--- src/hdl/mipsDecodePkg.sv ---
package mipsDecodePkg;

    localparam int instrWidth = 32;
    localparam int dataWidth = 32;
    localparam int regAddrWidth = 5;
    localparam logic [regAddrWidth-1:0] linkReg = 5'd31; // ra

    // ----------------------------------------
    // instruction encodings
    // ----------------------------------------
    typedef enum logic [5:0] {
        opSpecial = 6'd0,  opRegimm = 6'd1, opJ = 6'd2,       opJal = 6'd3,
        opBeq = 6'd4,      opBne = 6'd5,    opBlez = 6'd6,    opBgtz = 6'd7,
        opAddi = 6'd8,     opAddiu = 6'd9,  opSlti = 6'd10,   opSltiu = 6'd11,
        opAndi = 6'd12,    opOri = 6'd13,   opXori = 6'd14,   opLui = 6'd15,
        opBeql = 6'd20,    opBnel = 6'd21,  opBlezl = 6'd22,  opBgtzl = 6'd23,
        opLb = 6'd32,      opLh = 6'd33,    opLw = 6'd35,     opLbu = 6'd36,
        opLhu = 6'd37,     opSb = 6'd40,    opSh = 6'd41,     opSw = 6'd43
    } opcodeT;

    typedef enum logic [5:0] {
        fnSll = 6'd0,      fnSrl = 6'd2,    fnSra = 6'd3,     fnSllv = 6'd4,
        fnSrlv = 6'd6,     fnSrav = 6'd7,   fnJr = 6'd8,      fnJalr = 6'd9,
        fnSyscall = 6'd12, fnBreak = 6'd13, fnAdd = 6'd32,    fnAddu = 6'd33,
        fnSub = 6'd34,     fnSubu = 6'd35,  fnAnd = 6'd36,    fnOr = 6'd37,
        fnXor = 6'd38,     fnNor = 6'd39,   fnSlt = 6'd42,    fnSltu = 6'd43,
        fnTge = 6'd48,     fnTgeu = 6'd49,  fnTlt = 6'd50,    fnTltu = 6'd51,
        fnTeq = 6'd52,     fnTne = 6'd54
    } functT;

    // rt field under regimm
    typedef enum logic [4:0] {
        riBltz = 5'd0,     riBgez = 5'd1,   riBltzl = 5'd2,   riBgezl = 5'd3,
        riTgei = 5'd8,     riTgeiu = 5'd9,  riTlti = 5'd10,   riTltiu = 5'd11,
        riTeqi = 5'd12,    riTnei = 5'd14,  riBltzal = 5'd16, riBgezal = 5'd17,
        riBltzall = 5'd18, riBgezall = 5'd19
    } regimmT;

    // ----------------------------------------
    // control codes
    // ----------------------------------------
    typedef enum logic [3:0] {
        aluAdd, aluSub, aluAnd, aluOr, aluNor, aluXor, aluSll, aluSrl,
        aluSra, aluSlt, aluSltu, aluSeq, aluSne, aluSge, aluSgeu
    } aluOpT;

    typedef enum logic [2:0] {
        cmpNone, cmpEq, cmpNe, cmpLtz, cmpLez, cmpGtz, cmpGez
    } cmpOpT;

    typedef enum logic [1:0] {writeNone, writeAlu, writeMem, writePc} writeSourceT;

    typedef enum logic [1:0] {widthByte, widthHalf, widthWord} memWidthT;

    typedef enum logic [1:0] {excNone, excSyscall, excBreak, excUnknown} exceptionT;

    // ----------------------------------------
    // field extraction
    // ----------------------------------------
    function automatic logic [regAddrWidth-1:0] rsField(input logic [instrWidth-1:0] instr);
        return instr[25:21];
    endfunction

    function automatic logic [regAddrWidth-1:0] rtField(input logic [instrWidth-1:0] instr);
        return instr[20:16];
    endfunction

    function automatic logic [regAddrWidth-1:0] rdField(input logic [instrWidth-1:0] instr);
        return instr[15:11];
    endfunction

    function automatic logic [dataWidth-1:0] signImm(input logic [instrWidth-1:0] instr);
        return dataWidth'($signed(instr[15:0]));
    endfunction

endpackage

--- src/hdl/aluDecoder.sv ---
`timescale 1ns/1ns

module aluDecoder (
    input  logic [mipsDecodePkg::instrWidth-1:0]   instruction,
    output logic                                   hit,
    output mipsDecodePkg::aluOpT                   aluOp,
    output logic                                   aluSrc,
    output logic [mipsDecodePkg::dataWidth-1:0]    immediate,
    output logic [mipsDecodePkg::regAddrWidth-1:0] regRead1,
    output logic [mipsDecodePkg::regAddrWidth-1:0] regRead2,
    output logic [mipsDecodePkg::regAddrWidth-1:0] destReg,
    output mipsDecodePkg::writeSourceT             writeSource,
    output logic                                   checkOverflow
);
    import mipsDecodePkg::*;

    logic isSpecial;
    logic shiftImm;
    logic shiftVar;

    assign isSpecial = opcodeT'(instruction[31:26]) == opSpecial;
    assign shiftImm = isSpecial && instruction[5:2] == 4'b0000; // sll, srl, sra
    assign shiftVar = isSpecial && instruction[5:2] == 4'b0001; // sllv, srlv, srav

    always_comb begin
        hit = 1'b1;
        aluOp = aluAdd;
        checkOverflow = 1'b0;
        if (isSpecial) begin
            case (functT'(instruction[5:0]))
                fnAdd: checkOverflow = 1'b1;
                fnAddu: aluOp = aluAdd;
                fnSub: begin
                    aluOp = aluSub;
                    checkOverflow = 1'b1;
                end
                fnSubu: aluOp = aluSub;
                fnAnd: aluOp = aluAnd;
                fnOr: aluOp = aluOr;
                fnXor: aluOp = aluXor;
                fnNor: aluOp = aluNor;
                fnSll, fnSllv: aluOp = aluSll;
                fnSrl, fnSrlv: aluOp = aluSrl;
                fnSra, fnSrav: aluOp = aluSra;
                fnSlt: aluOp = aluSlt;
                fnSltu: aluOp = aluSltu;
                default: hit = 1'b0;
            endcase
        end else begin
            case (opcodeT'(instruction[31:26]))
                opAddi: checkOverflow = 1'b1;
                opAddiu, opLui: aluOp = aluAdd; // lui adds the shifted half to r0
                opSlti: aluOp = aluSlt;
                opSltiu: aluOp = aluSltu;
                opAndi: aluOp = aluAnd;
                opOri: aluOp = aluOr;
                opXori: aluOp = aluXor;
                default: hit = 1'b0;
            endcase
        end
    end

    always_comb begin
        aluSrc = 1'b0;
        immediate = '0;
        regRead1 = '0;
        regRead2 = '0;
        destReg = '0;
        if (hit && !isSpecial) begin
            aluSrc = 1'b1;
            regRead1 = rsField(instruction);
            destReg = rtField(instruction);
            case (opcodeT'(instruction[31:26]))
                opAndi, opOri, opXori: immediate = dataWidth'(instruction[15:0]);
                opLui: immediate = {instruction[15:0], 16'b0};
                default: immediate = signImm(instruction);
            endcase
        end else if (hit && shiftImm) begin
            aluSrc = 1'b1;
            regRead1 = rtField(instruction);
            destReg = rdField(instruction);
            immediate = dataWidth'(instruction[10:6]); // shamt
        end else if (hit) begin
            regRead1 = shiftVar ? rtField(instruction) : rsField(instruction);
            regRead2 = shiftVar ? rsField(instruction) : rtField(instruction);
            destReg = rdField(instruction);
        end
    end

    assign writeSource = hit ? writeAlu : writeNone;

endmodule

--- src/hdl/memDecoder.sv ---
`timescale 1ns/1ns

module memDecoder (
    input  logic [mipsDecodePkg::instrWidth-1:0]   instruction,
    output logic                                   hit,
    output logic                                   memLoad,
    output logic                                   memStore,
    output mipsDecodePkg::memWidthT                memWidth,
    output logic                                   memSignExtend,
    output logic [mipsDecodePkg::regAddrWidth-1:0] regRead1,
    output logic [mipsDecodePkg::regAddrWidth-1:0] regRead2,
    output logic [mipsDecodePkg::regAddrWidth-1:0] destReg,
    output logic [mipsDecodePkg::dataWidth-1:0]    immediate
);
    import mipsDecodePkg::*;

    always_comb begin
        hit = 1'b1;
        memLoad = 1'b0;
        memStore = 1'b0;
        memWidth = widthByte;
        memSignExtend = 1'b0;
        case (opcodeT'(instruction[31:26]))
            opLb: begin
                memLoad = 1'b1;
                memSignExtend = 1'b1;
            end
            opLbu: memLoad = 1'b1;
            opLh: begin
                memLoad = 1'b1;
                memWidth = widthHalf;
                memSignExtend = 1'b1;
            end
            opLhu: begin
                memLoad = 1'b1;
                memWidth = widthHalf;
            end
            opLw: begin
                memLoad = 1'b1;
                memWidth = widthWord;
            end
            opSb: memStore = 1'b1;
            opSh: begin
                memStore = 1'b1;
                memWidth = widthHalf;
            end
            opSw: begin
                memStore = 1'b1;
                memWidth = widthWord;
            end
            default: hit = 1'b0;
        endcase
    end

    // base in rs, offset forms the address
    assign regRead1 = hit ? rsField(instruction) : '0;
    assign regRead2 = memStore ? rtField(instruction) : '0; // store data
    assign destReg = memLoad ? rtField(instruction) : '0;
    assign immediate = hit ? signImm(instruction) : '0;

    assert property (@(instruction) !(memLoad && memStore))
        else $error("memDecoder: load and store decoded together");

endmodule

--- src/hdl/flowDecoder.sv ---
`timescale 1ns/1ns

module flowDecoder (
    input  logic [mipsDecodePkg::instrWidth-1:0]   instruction,
    output logic                                   hit,
    output logic                                   branch,
    output logic                                   branchLikely,
    output mipsDecodePkg::cmpOpT                   cmpOp,
    output logic                                   jump,
    output logic                                   jumpFromReg,
    output logic [mipsDecodePkg::regAddrWidth-1:0] regRead1,
    output logic [mipsDecodePkg::regAddrWidth-1:0] regRead2,
    output logic [mipsDecodePkg::regAddrWidth-1:0] destReg,
    output mipsDecodePkg::writeSourceT             writeSource,
    output logic [mipsDecodePkg::dataWidth-1:0]    immediate
);
    import mipsDecodePkg::*;

    logic isRegimm;
    logic link;   // pc goes to a register
    logic linkRd; // jalr picks rd instead of ra

    assign isRegimm = opcodeT'(instruction[31:26]) == opRegimm;

    always_comb begin
        hit = 1'b1;
        cmpOp = cmpNone;
        jump = 1'b0;
        jumpFromReg = 1'b0;
        link = 1'b0;
        linkRd = 1'b0;
        case (opcodeT'(instruction[31:26]))
            opBeq, opBeql: cmpOp = cmpEq;
            opBne, opBnel: cmpOp = cmpNe;
            opBlez, opBlezl: cmpOp = cmpLez;
            opBgtz, opBgtzl: cmpOp = cmpGtz;
            opJ: jump = 1'b1;
            opJal: begin
                jump = 1'b1;
                link = 1'b1;
            end
            opRegimm: begin
                case (regimmT'(instruction[20:16]))
                    riBltz, riBltzl: cmpOp = cmpLtz;
                    riBgez, riBgezl: cmpOp = cmpGez;
                    riBltzal, riBltzall: begin
                        cmpOp = cmpLtz;
                        link = 1'b1;
                    end
                    riBgezal, riBgezall: begin
                        cmpOp = cmpGez;
                        link = 1'b1;
                    end
                    default: hit = 1'b0;
                endcase
            end
            opSpecial: begin
                case (functT'(instruction[5:0]))
                    fnJr: begin
                        jump = 1'b1;
                        jumpFromReg = 1'b1;
                    end
                    fnJalr: begin
                        jump = 1'b1;
                        jumpFromReg = 1'b1;
                        link = 1'b1;
                        linkRd = 1'b1;
                    end
                    default: hit = 1'b0;
                endcase
            end
            default: hit = 1'b0;
        endcase
    end

    assign branch = cmpOp != cmpNone;
    // likely: opcode bit 4, or rt bit 1 under regimm
    assign branchLikely = branch && (isRegimm ? instruction[17] : instruction[30]);

    always_comb begin
        regRead1 = '0;
        regRead2 = '0;
        destReg = '0;
        writeSource = writeNone;
        immediate = '0;
        if (branch || jumpFromReg)
            regRead1 = rsField(instruction);
        if (cmpOp == cmpEq || cmpOp == cmpNe)
            regRead2 = rtField(instruction);
        if (branch)
            immediate = signImm(instruction);
        else if (jump && !jumpFromReg)
            immediate = dataWidth'(instruction[25:0]); // j/jal target
        if (link) begin
            writeSource = writePc;
            destReg = linkRd ? rdField(instruction) : linkReg;
        end
    end

endmodule

--- src/hdl/exceptionDecoder.sv ---
`timescale 1ns/1ns

module exceptionDecoder (
    input  logic [mipsDecodePkg::instrWidth-1:0]   instruction,
    output logic                                   hit,
    output logic                                   trap,
    output mipsDecodePkg::aluOpT                   aluOp,
    output logic                                   aluSrc,
    output logic [mipsDecodePkg::regAddrWidth-1:0] regRead1,
    output logic [mipsDecodePkg::regAddrWidth-1:0] regRead2,
    output logic [mipsDecodePkg::dataWidth-1:0]    immediate,
    output mipsDecodePkg::exceptionT               exception
);
    import mipsDecodePkg::*;

    logic [2:0] trapCond;

    always_comb begin
        hit = 1'b1;
        trap = 1'b0;
        aluSrc = 1'b0;
        exception = excNone;
        case (opcodeT'(instruction[31:26]))
            opSpecial: begin
                case (functT'(instruction[5:0]))
                    fnSyscall: exception = excSyscall;
                    fnBreak: exception = excBreak;
                    fnTeq, fnTne, fnTge, fnTgeu, fnTlt, fnTltu: trap = 1'b1;
                    default: hit = 1'b0;
                endcase
            end
            opRegimm: begin
                case (regimmT'(instruction[20:16]))
                    riTeqi, riTnei, riTgei, riTgeiu, riTlti, riTltiu: begin
                        trap = 1'b1;
                        aluSrc = 1'b1;
                    end
                    default: hit = 1'b0;
                endcase
            end
            default: hit = 1'b0;
        endcase
    end

    // both trap groups keep the compare in the low three code bits
    assign trapCond = aluSrc ? instruction[18:16] : instruction[2:0];

    always_comb begin
        aluOp = aluAdd;
        if (trap) begin
            case (trapCond)
                3'b000: aluOp = aluSge;
                3'b001: aluOp = aluSgeu;
                3'b010: aluOp = aluSlt;
                3'b011: aluOp = aluSltu;
                3'b100: aluOp = aluSeq;
                default: aluOp = aluSne;
            endcase
        end
    end

    assign regRead1 = trap ? rsField(instruction) : '0;
    assign regRead2 = (trap && !aluSrc) ? rtField(instruction) : '0;
    assign immediate = (trap && aluSrc) ? signImm(instruction) : '0;

endmodule

--- src/hdl/decodeStage.sv ---
`timescale 1ns/1ns

module decodeStage #(
    parameter bit implementLikely = 1'b1
) (
    input  logic                                   clk,
    input  logic                                   rst,
    input  logic [mipsDecodePkg::instrWidth-1:0]   instruction,
    input  logic                                   bubble,
    input  logic                                   stall,
    output mipsDecodePkg::aluOpT                   aluOp,
    output logic                                   aluSrc,
    output logic [mipsDecodePkg::dataWidth-1:0]    immediate,
    output logic [mipsDecodePkg::regAddrWidth-1:0] regRead1,
    output logic [mipsDecodePkg::regAddrWidth-1:0] regRead2,
    output logic [mipsDecodePkg::regAddrWidth-1:0] destReg,
    output mipsDecodePkg::writeSourceT             writeSource,
    output logic                                   checkOverflow,
    output logic                                   memLoad,
    output logic                                   memStore,
    output mipsDecodePkg::memWidthT                memWidth,
    output logic                                   memSignExtend,
    output logic                                   branch,
    output logic                                   branchLikely,
    output mipsDecodePkg::cmpOpT                   cmpOp,
    output logic                                   jump,
    output logic                                   jumpFromReg,
    output logic                                   trap,
    output mipsDecodePkg::exceptionT               exception
);
    import mipsDecodePkg::*;

    logic hitAlu, hitMem, hitFlow, hitExc;
    aluOpT opAlu, opExc;
    logic srcAlu, srcExc;
    logic [dataWidth-1:0] immAlu, immMem, immFlow, immExc;
    logic [regAddrWidth-1:0] rd1Alu, rd1Mem, rd1Flow, rd1Exc;
    logic [regAddrWidth-1:0] rd2Alu, rd2Mem, rd2Flow, rd2Exc;
    logic [regAddrWidth-1:0] dstAlu, dstMem, dstFlow;
    writeSourceT wrSrcAlu, wrSrcFlow;
    logic overflowAlu;
    logic memLoadD, memStoreD, memSignD;
    memWidthT memWidthD;
    logic branchD, likelyD, jumpD, jumpRegD;
    cmpOpT cmpOpD;
    logic trapD;
    exceptionT excD;
    logic unknown;

    // ----------------------------------------
    // class decoders
    // ----------------------------------------
    aluDecoder i_aluDecoder (
        .instruction(instruction), .hit(hitAlu), .aluOp(opAlu), .aluSrc(srcAlu),
        .immediate(immAlu), .regRead1(rd1Alu), .regRead2(rd2Alu), .destReg(dstAlu),
        .writeSource(wrSrcAlu), .checkOverflow(overflowAlu)
    );

    memDecoder i_memDecoder (
        .instruction(instruction), .hit(hitMem), .memLoad(memLoadD), .memStore(memStoreD),
        .memWidth(memWidthD), .memSignExtend(memSignD), .regRead1(rd1Mem),
        .regRead2(rd2Mem), .destReg(dstMem), .immediate(immMem)
    );

    flowDecoder i_flowDecoder (
        .instruction(instruction), .hit(hitFlow), .branch(branchD), .branchLikely(likelyD),
        .cmpOp(cmpOpD), .jump(jumpD), .jumpFromReg(jumpRegD), .regRead1(rd1Flow),
        .regRead2(rd2Flow), .destReg(dstFlow), .writeSource(wrSrcFlow), .immediate(immFlow)
    );

    exceptionDecoder i_exceptionDecoder (
        .instruction(instruction), .hit(hitExc), .trap(trapD), .aluOp(opExc),
        .aluSrc(srcExc), .regRead1(rd1Exc), .regRead2(rd2Exc), .immediate(immExc),
        .exception(excD)
    );

    assign unknown = !(hitAlu || hitMem || hitFlow || hitExc) || (likelyD && !implementLikely);

    // ----------------------------------------
    // pipeline register
    // ----------------------------------------
    always_ff @(posedge clk) begin
        if (rst || (bubble && !stall)) begin // no-op pattern
            aluOp <= aluAdd;
            aluSrc <= 1'b0;
            immediate <= '0;
            regRead1 <= '0;
            regRead2 <= '0;
            destReg <= '0;
            writeSource <= writeNone;
            checkOverflow <= 1'b0;
            memLoad <= 1'b0;
            memStore <= 1'b0;
            memWidth <= widthByte;
            memSignExtend <= 1'b0;
            branch <= 1'b0;
            branchLikely <= 1'b0;
            cmpOp <= cmpNone;
            jump <= 1'b0;
            jumpFromReg <= 1'b0;
            trap <= 1'b0;
            exception <= excNone;
        end else if (!stall) begin // fields of missing classes are zero
            aluOp <= aluOpT'(opAlu | opExc);
            aluSrc <= srcAlu | srcExc;
            immediate <= immAlu | immMem | immFlow | immExc;
            regRead1 <= rd1Alu | rd1Mem | rd1Flow | rd1Exc;
            regRead2 <= rd2Alu | rd2Mem | rd2Flow | rd2Exc;
            destReg <= dstAlu | dstMem | dstFlow;
            writeSource <= writeSourceT'(wrSrcAlu | wrSrcFlow | (memLoadD ? writeMem : writeNone));
            checkOverflow <= overflowAlu;
            memLoad <= memLoadD;
            memStore <= memStoreD;
            memWidth <= memWidthD;
            memSignExtend <= memSignD;
            branch <= branchD;
            branchLikely <= likelyD;
            cmpOp <= cmpOpD;
            jump <= jumpD;
            jumpFromReg <= jumpRegD;
            trap <= trapD;
            exception <= unknown ? excUnknown : excD;
        end
    end

    // each encoding belongs to a single class decoder
    assert property (@(posedge clk) disable iff (rst) $onehot0({hitAlu, hitMem, hitFlow, hitExc}))
        else $error("decodeStage: more than one class decoder hit");

endmodule

--- config.mk ---
export PLATFORM = sky130hd
export DESIGN_NAME = decodeStage
export DESIGN_NICKNAME = d
export VERILOG_FILES = /design/src/hdl/mipsDecodePkg.sv /design/src/hdl/aluDecoder.sv /design/src/hdl/memDecoder.sv /design/src/hdl/flowDecoder.sv /design/src/hdl/exceptionDecoder.sv /design/src/hdl/decodeStage.sv
export SDC_FILE = /design/constraint.sdc
export NUM_CORES = 1
export LEC_CHECK = 0
export BUFFER_PORTS_ARGS = -buffer_cell sky130_fd_sc_hd__buf_2
export CORE_ASPECT_RATIO = 0.5
export CORE_MARGIN = 2
export CORE_UTILIZATION = 56
export DETAILED_ROUTE_END_ITERATION = 6
export HOLD_SLACK_MARGIN = 0.06
export PLACE_DENSITY = 0.88
export SETUP_SLACK_MARGIN = 0.1
export SLEW_MARGIN = 10
export SYNTH_ARGS = -nofsm -noshare
export SYNTH_HDL_FRONTEND = slang
export SYNTH_SLANG_ARGS = --single-unit
export TNS_END_PERCENT = 5
--- constraint.sdc ---
create_clock -name clk -period 3.8 [get_ports clk]
set_input_delay 0.57 -clock clk [delete_from_list [all_inputs] [get_ports clk]]
set_output_delay 0.57 -clock clk [all_outputs]
set_load 0.01 [all_outputs]
==> results.toml, run 1 <==
[run_status]
status = "finished, final reports clean"

[worst_hold_path]
hold_path.class = "reg -> reg"
hp-start = "aluSrc$_SDFFE_PP0N_"
worstHoldEndpoint = "aluSrc$_SDFFE_PP0N_"
whs_path_depth = 2

[die]
die_width_um = 118.3
placementRows = 20
start_util_pct = 59.23
fp.dieArea_um2 = 7240
pin_count = 106
core_um2 = 6181
die_y_um = 61.18

[clock_tree]
root_buffer = "clkbuf_16"
cts_buffer_depth = 2
clkLatencyLatePin_ps = 340
cts_tree = "yes"
cts_hold_buf = 0
numCtsBuffers = 9
htreeDepth = 3
cts_resized = 0
clkTransAtPathRegs_ps = 60
clock-sinks = 70
postCtsSetupBuffers = 0

[synth]
ys_seq_area_share_pct = 38.28
synthXorXnorAreaFrac_pct = 0
synth_compound_area_share_pct = 28.61
synth-main-ff-cell = "dfxtp_1"
synth_nets = 497
yosys.area_share.simple_pct = 23.21
syn_avg_cell_area_um2 = 7.941
synth_top_family_by_area = "compound AO/OA/AOI/OAI gates"
yosys.area_share.adder_pct = 0
postSynth.asyncResetShare_pct = 0
synth-seq-cells = 70
synth_cells = 461
yosysUniqueCellTypes = 57
netlist_area_um2 = 3661
synth_edf_count = 0
yosysWarnings = 0
synthMuxAreaShare_pct = 3.178

[critical_path]
startpoint_type = "input pin"
worstPathRequired_ps = 4030
crit_arrival_ps = 2960
worstReg2RegEnd = "immediate[29]$_SDFFE_PP0N_"
critPathKind = "in -> reg"
ff2ff_path_depth = 2
crit_path_end_kind = "register"
timing.rr.start = "immediate[29]$_SDFFE_PP0N_"
cp_max_fo = 15
reg2reg_slack_ps = 2990

[grt]
grt_overflow = 0
grt_pass1_vias = 3497
grt_max_degree = 46
grtUsageTotal_pct = 32.65
grt_pass1_wl_um = 18110
antenna_found_initial = 0

[timing]
rsz0062_at_grt = "false"
period_share_pct = 71.79
slew_violations = 0
fin_crit_ps = 2728
tightest_slew_ps = 1047
fin_setup_tns_ps = 0
max_freq_mhz = 366.6
worst_slack_ps = 1072
skew_ps = 0
maxSlewHeadroom_pct = 30.20
finalHoldViolCount = 0
setup_viol_count_final = 0
fin_hold_ws_ps = 463.6

[routing]
wl_um = 11880
num_vias = 3980
drtIter0Drc = 520
drtPass1Iterations = 5
drcViolationCount = 0
postRouteAntennaNets = 0
via_per_inst = 6.297
wl_per_cell_um = 18.79

[place]
dp_slack_ps = 964.8
gp_congestion = 0.9579
io_buffers = 105
postPlaceCellArea_um2 = 4160
dp_hpwl_um = 8230

[final_layout]
final_common_cell = "buf_2"
drive_gt1_share_pct = 25.55
antenna_cells = 0
finish.instance_area_um2 = 4418
nets = 576
layout_common_cells = "105 x buf_2, 77 x nor2_1, 70 x dfxtp_1"
n_fill_cell = 541
area_growth_pct = 20.68

[power]
p_total_w = 0.001809
power_density_nw_per_um2 = 409.6
p_leak_nw = 1.940
irDropWorstVdd_mv = 0.2702

[flow_run]
drv_cap = 0
-- cells in the mapped netlist (6+ instances only) --
| cell | n | area share, % |
|---|---|---|
| nand2_1 | 32 | 3.3 |
| inv_1 | 18 | 1.8 |
| a22o_1 | 6 | 1.4 |
| mux2i_1 | 6 | 1.6 |
| a21oi_1 | 25 | 3.4 |
| clkbuf_1 | 35 | 3.6 |
| dfxtp_1 | 70 | 38 |
| nor3_1 | 26 | 3.6 |
| nor2_1 | 77 | 7.9 |
| a221oi_1 | 18 | 4.3 |
| o21ai_0 | 26 | 3.6 |
| a22oi_1 | 13 | 2.7 |
| nor2b_1 | 6 | 1.0 |
| a311oi_1 | 11 | 2.6 |
| a211oi_1 | 10 | 2.1 |
| a21o_1 | 6 | 1.2 |
-- flip-flops by register name, indices dropped and copies added, names as in the netlist, 2 cells and up --
signal / cells
immediate: 32
destReg: 5
regRead1: 5
regRead2: 5
aluOp: 4
cmpOp: 3
exception: 2
memWidth: 2
writeSource: 2
-- logic make-up after synthesis --
family,Yosys count
buffers and inverters,61
DFF,70
AOI/OAI and AO/OA,147
and+or+nand+nor,172
muxes,11
-- critical path, stage by stage --
cell      delay, ps
buf_2           240
or3b_2          580
a21oi_1         840
o21ai_0         320
a311oi_1        390
-- cell type report --
class | count | area [um2] | share of cell area [%]
inverter | 19 | 71.32 | 1.614
sequential | 70 | 1401 | 31.72
multi-input combinational | 330 | 2014 | 45.60
timing repair buffer | 110 | 563.0 | 12.74
tap | 88 | 110.1 | 2.492
clock inverter | 4 | 25.02 | 0.5664
clock buffer | 11 | 232.7 | 5.268
-- per-layer routing --
layer  up-vias  global-route usage [%]  routed length [um]
li1       1855                       -                   -
met1      1856                   45.81                5272
met2       242                   48.55                5005
met3        27                   9.074                1415
met4         0                   12.56                 183
met5         -                       0                   0
-- stage by stage --
step,cells,utilization [%]
finish,632,71.48
floorplan,461,-
detailed placement,617,67.31
global placement,617,67.31
CTS,632,71.48
global route,632,71.48
-- how the worst max path moves through the flow --
stage / start / end / slack (ps) / cells past startpoint
2_1_floorplan: instruction[28] / regRead1[4]$_SDFFE_PP0N_ / 1300 / 7
3_3_place_gp: instruction[29] / immediate[24]$_SDFFE_PP0N_ / 1070 / 5
3_5_place_dp: instruction[29] / immediate[23]$_SDFFE_PP0N_ / 960 / 5
4_1_cts: instruction[29] / immediate[19]$_SDFFE_PP0N_ / 1190 / 5
5_1_grt: instruction[29] / immediate[19]$_SDFFE_PP0N_ / 930 / 5
6_report: instruction[29] / immediate[19]$_SDFFE_PP0N_ / 1070 / 5
-- where the power goes --
group	switching, W	internal, W	leakage [nW]
Combinational	0.000186	0.0000954	1.25
Clock	0.000312	0.000435	0.121
Sequential	0.0000161	0.000765	0.571
Total	0.000514	0.00130	1.94
No activity file was read; power rests on OpenSTA's default activity.
==> inputs of run 2 (changes only) <==
CORE_UTILIZATION = 47   (was 56)
PLACE_DENSITY = 0.79   (was 0.88)
clock period = 2.18 ns   (was 3.8 ns; I/O delays follow)
==> run 2 against run 1 <==
  * Clock power is 120% higher
  * Global-route usage is 2.9 points lower
  * Critical path depth is 3 higher
  * Core utilization is 5.3 points lower
  * Final area is 11% higher
  * Sequential cell count stayed put
  * Via count is 4.1% higher
  * Hold slack worse by 190 ps
  * Non-clock buffer count is 46 higher
==> results.toml, run 2 (synthesis results as in run 1) <==
[run_status]
status = "finished, final reports clean"

[clock_tree]
root_buffer = "clkbuf_16"
clkTransAtPathRegs_ps = 60
htreeDepth = 3
cts_buffer_depth = 2
clkLatencyLatePin_ps = 330
postCtsSetupBuffers = 0
clock-sinks = 70
numCtsBuffers = 9
cts_hold_buf = 0
cts_tree = "yes"
cts_resized = 0

[timing]
period_share_pct = 88.23
slew_violations = 0
tightest_slew_ps = 550.2
maxSlewHeadroom_pct = 62.37
finalHoldViolCount = 0
fin_crit_ps = 1923
max_freq_mhz = 519.9
rsz0062_at_grt = "false"
setup_viol_count_final = 0
skew_ps = 0
fin_setup_tns_ps = 0

[die]
pin_count = 106
die_width_um = 128.8
fp.dieArea_um2 = 8554
die_y_um = 66.41
start_util_pct = 49.26
core_um2 = 7432
placementRows = 22

[grt]
antenna_found_initial = 0
grt_overflow = 0
grt_pass1_wl_um = 19570
grt_max_degree = 41
grtUsageTotal_pct = 29.76
grt_pass1_vias = 3721

[routing]
via_per_inst = 6.033
wl_um = 12400
wl_per_cell_um = 18.05
drtPass1Iterations = 6
postRouteAntennaNets = 0
drtIter0Drc = 501
drcViolationCount = 0
num_vias = 4145

[final_layout]
largest_register_ffs = 32
drive_gt1_share_pct = 32.66
n_fill_cell = 629
multi_input_area_um2 = 2064
register_area_um2 = 1401
antenna_cells = 0
finish.instance_area_um2 = 4918
layout_common_cells = "105 x buf_2, 77 x nor2_1, 70 x dfxtp_1"
fin_cells = 687
final_common_cell = "buf_2"
nets = 622
area_growth_pct = 34.35
largest-register = "immediate"

[place]
gp_congestion = 0.9775
io_buffers = 105
dp.cells = 668
postPlaceCellArea_um2 = 4568
dp_hpwl_um = 8912

[critical_path]
crit_arrival_ps = 2180
timing.rr.start = "aluOp[3]$_SDFFE_PP0N_"
worstPathRequired_ps = 2440
path_cells = "buf_2, or4_4, buf_4, nor2_1, nand4b_1, a211oi_1, a2111oi_0, nor3_1"
crit_family = "simple AND/OR/NAND/NOR gates"
crit_path_end_kind = "register"
path_buf_inv = 2
crit_start = "instruction[29]"
slowest_stage = "or4_4"
startpoint_type = "input pin"
critical_path.max_stage_delay_ps = 600
cp_max_fo = 5
critPathKind = "in -> reg"

[worst_hold_path]
hold_path.class = "in -> reg"
hp-start = "instruction[10]"

[power]
p_leak_nw = 2.233
p_total_w = 0.003537
irDropWorstVdd_mv = 0.3930
power_density_nw_per_um2 = 719.2

[flow_run]
drv_cap = 0
-- run 2: changes by cell type in the layout (fill, tap and decap cells not counted), moves of 3 or more --
cell / delta
mux2_4: +5
a221oi_1: -5
mux2_2: -5
buf_4: +44
inv_6: +3
a221oi_2: +5
-- run 2: worst paths after layout --
kind	to	slack [ps]	depth (start not counted)
max	aluOp[0]$_SDFFE_PP0N_	260	8
min	immediate[10]$_SDFFE_PP0N_	270	3
max reg2reg	aluOp[3]$_SDFFE_PP0N_	1300	2
min reg2reg	immediate[30]$_SDFFE_PP0N_	470	2
-- run 2: worst reg2reg max path: cells and delay by family, from the launching register on --
| kind | cells | cell delay, ps |
|---|---|---|
| flops | 1 | 350 |
| compound gates | 1 | 350 |
| buf+inv | 1 | 70 |
-- run 2: cell type report --
| type | count | area share, % |
|---|---|---|
| Clock buffer | 9 | 4.579 |
| Clock inverter | 7 | 2.086 |
| Inverter | 19 | 1.450 |
| Multi-Input combinational cell | 330 | 41.97 |
| Sequential cell | 70 | 28.49 |
| Tap cell | 96 | 2.442 |
| Timing Repair Buffer | 156 | 18.98 |
-- run 2: where the power goes --
group	internal, W	total (W)	switching (W)
combinational	0.000218	0.000560	0.000341
sequential	0.00133	0.00136	0.0000295
clock	0.00102	0.00162	0.000600
-- run 2: layer usage --
metal | part of all wire (%) | track usage (%) | up-vias
met5 | 0 | 0 | -
met4 | 1.9 | 9.375 | 0
met3 | 9.7 | 6.472 | 24
met2 | 44 | 44.58 | 222
met1 | 45 | 42.49 | 1954
li1 | - | - | 1945
-- run 2: per-stage QoR --
stage          util, %  hold WS, ps  setup slack, ps
2_1_floorplan        -        471.1            21.17
3_3_place_gp     61.46        450.4           -89.13
3_5_place_dp     61.46        458.6           -118.7
4_1_cts          65.88        262.3            223.3
5_1_grt          66.18        282.7            130.5
6_report         66.18        269.1            256.6
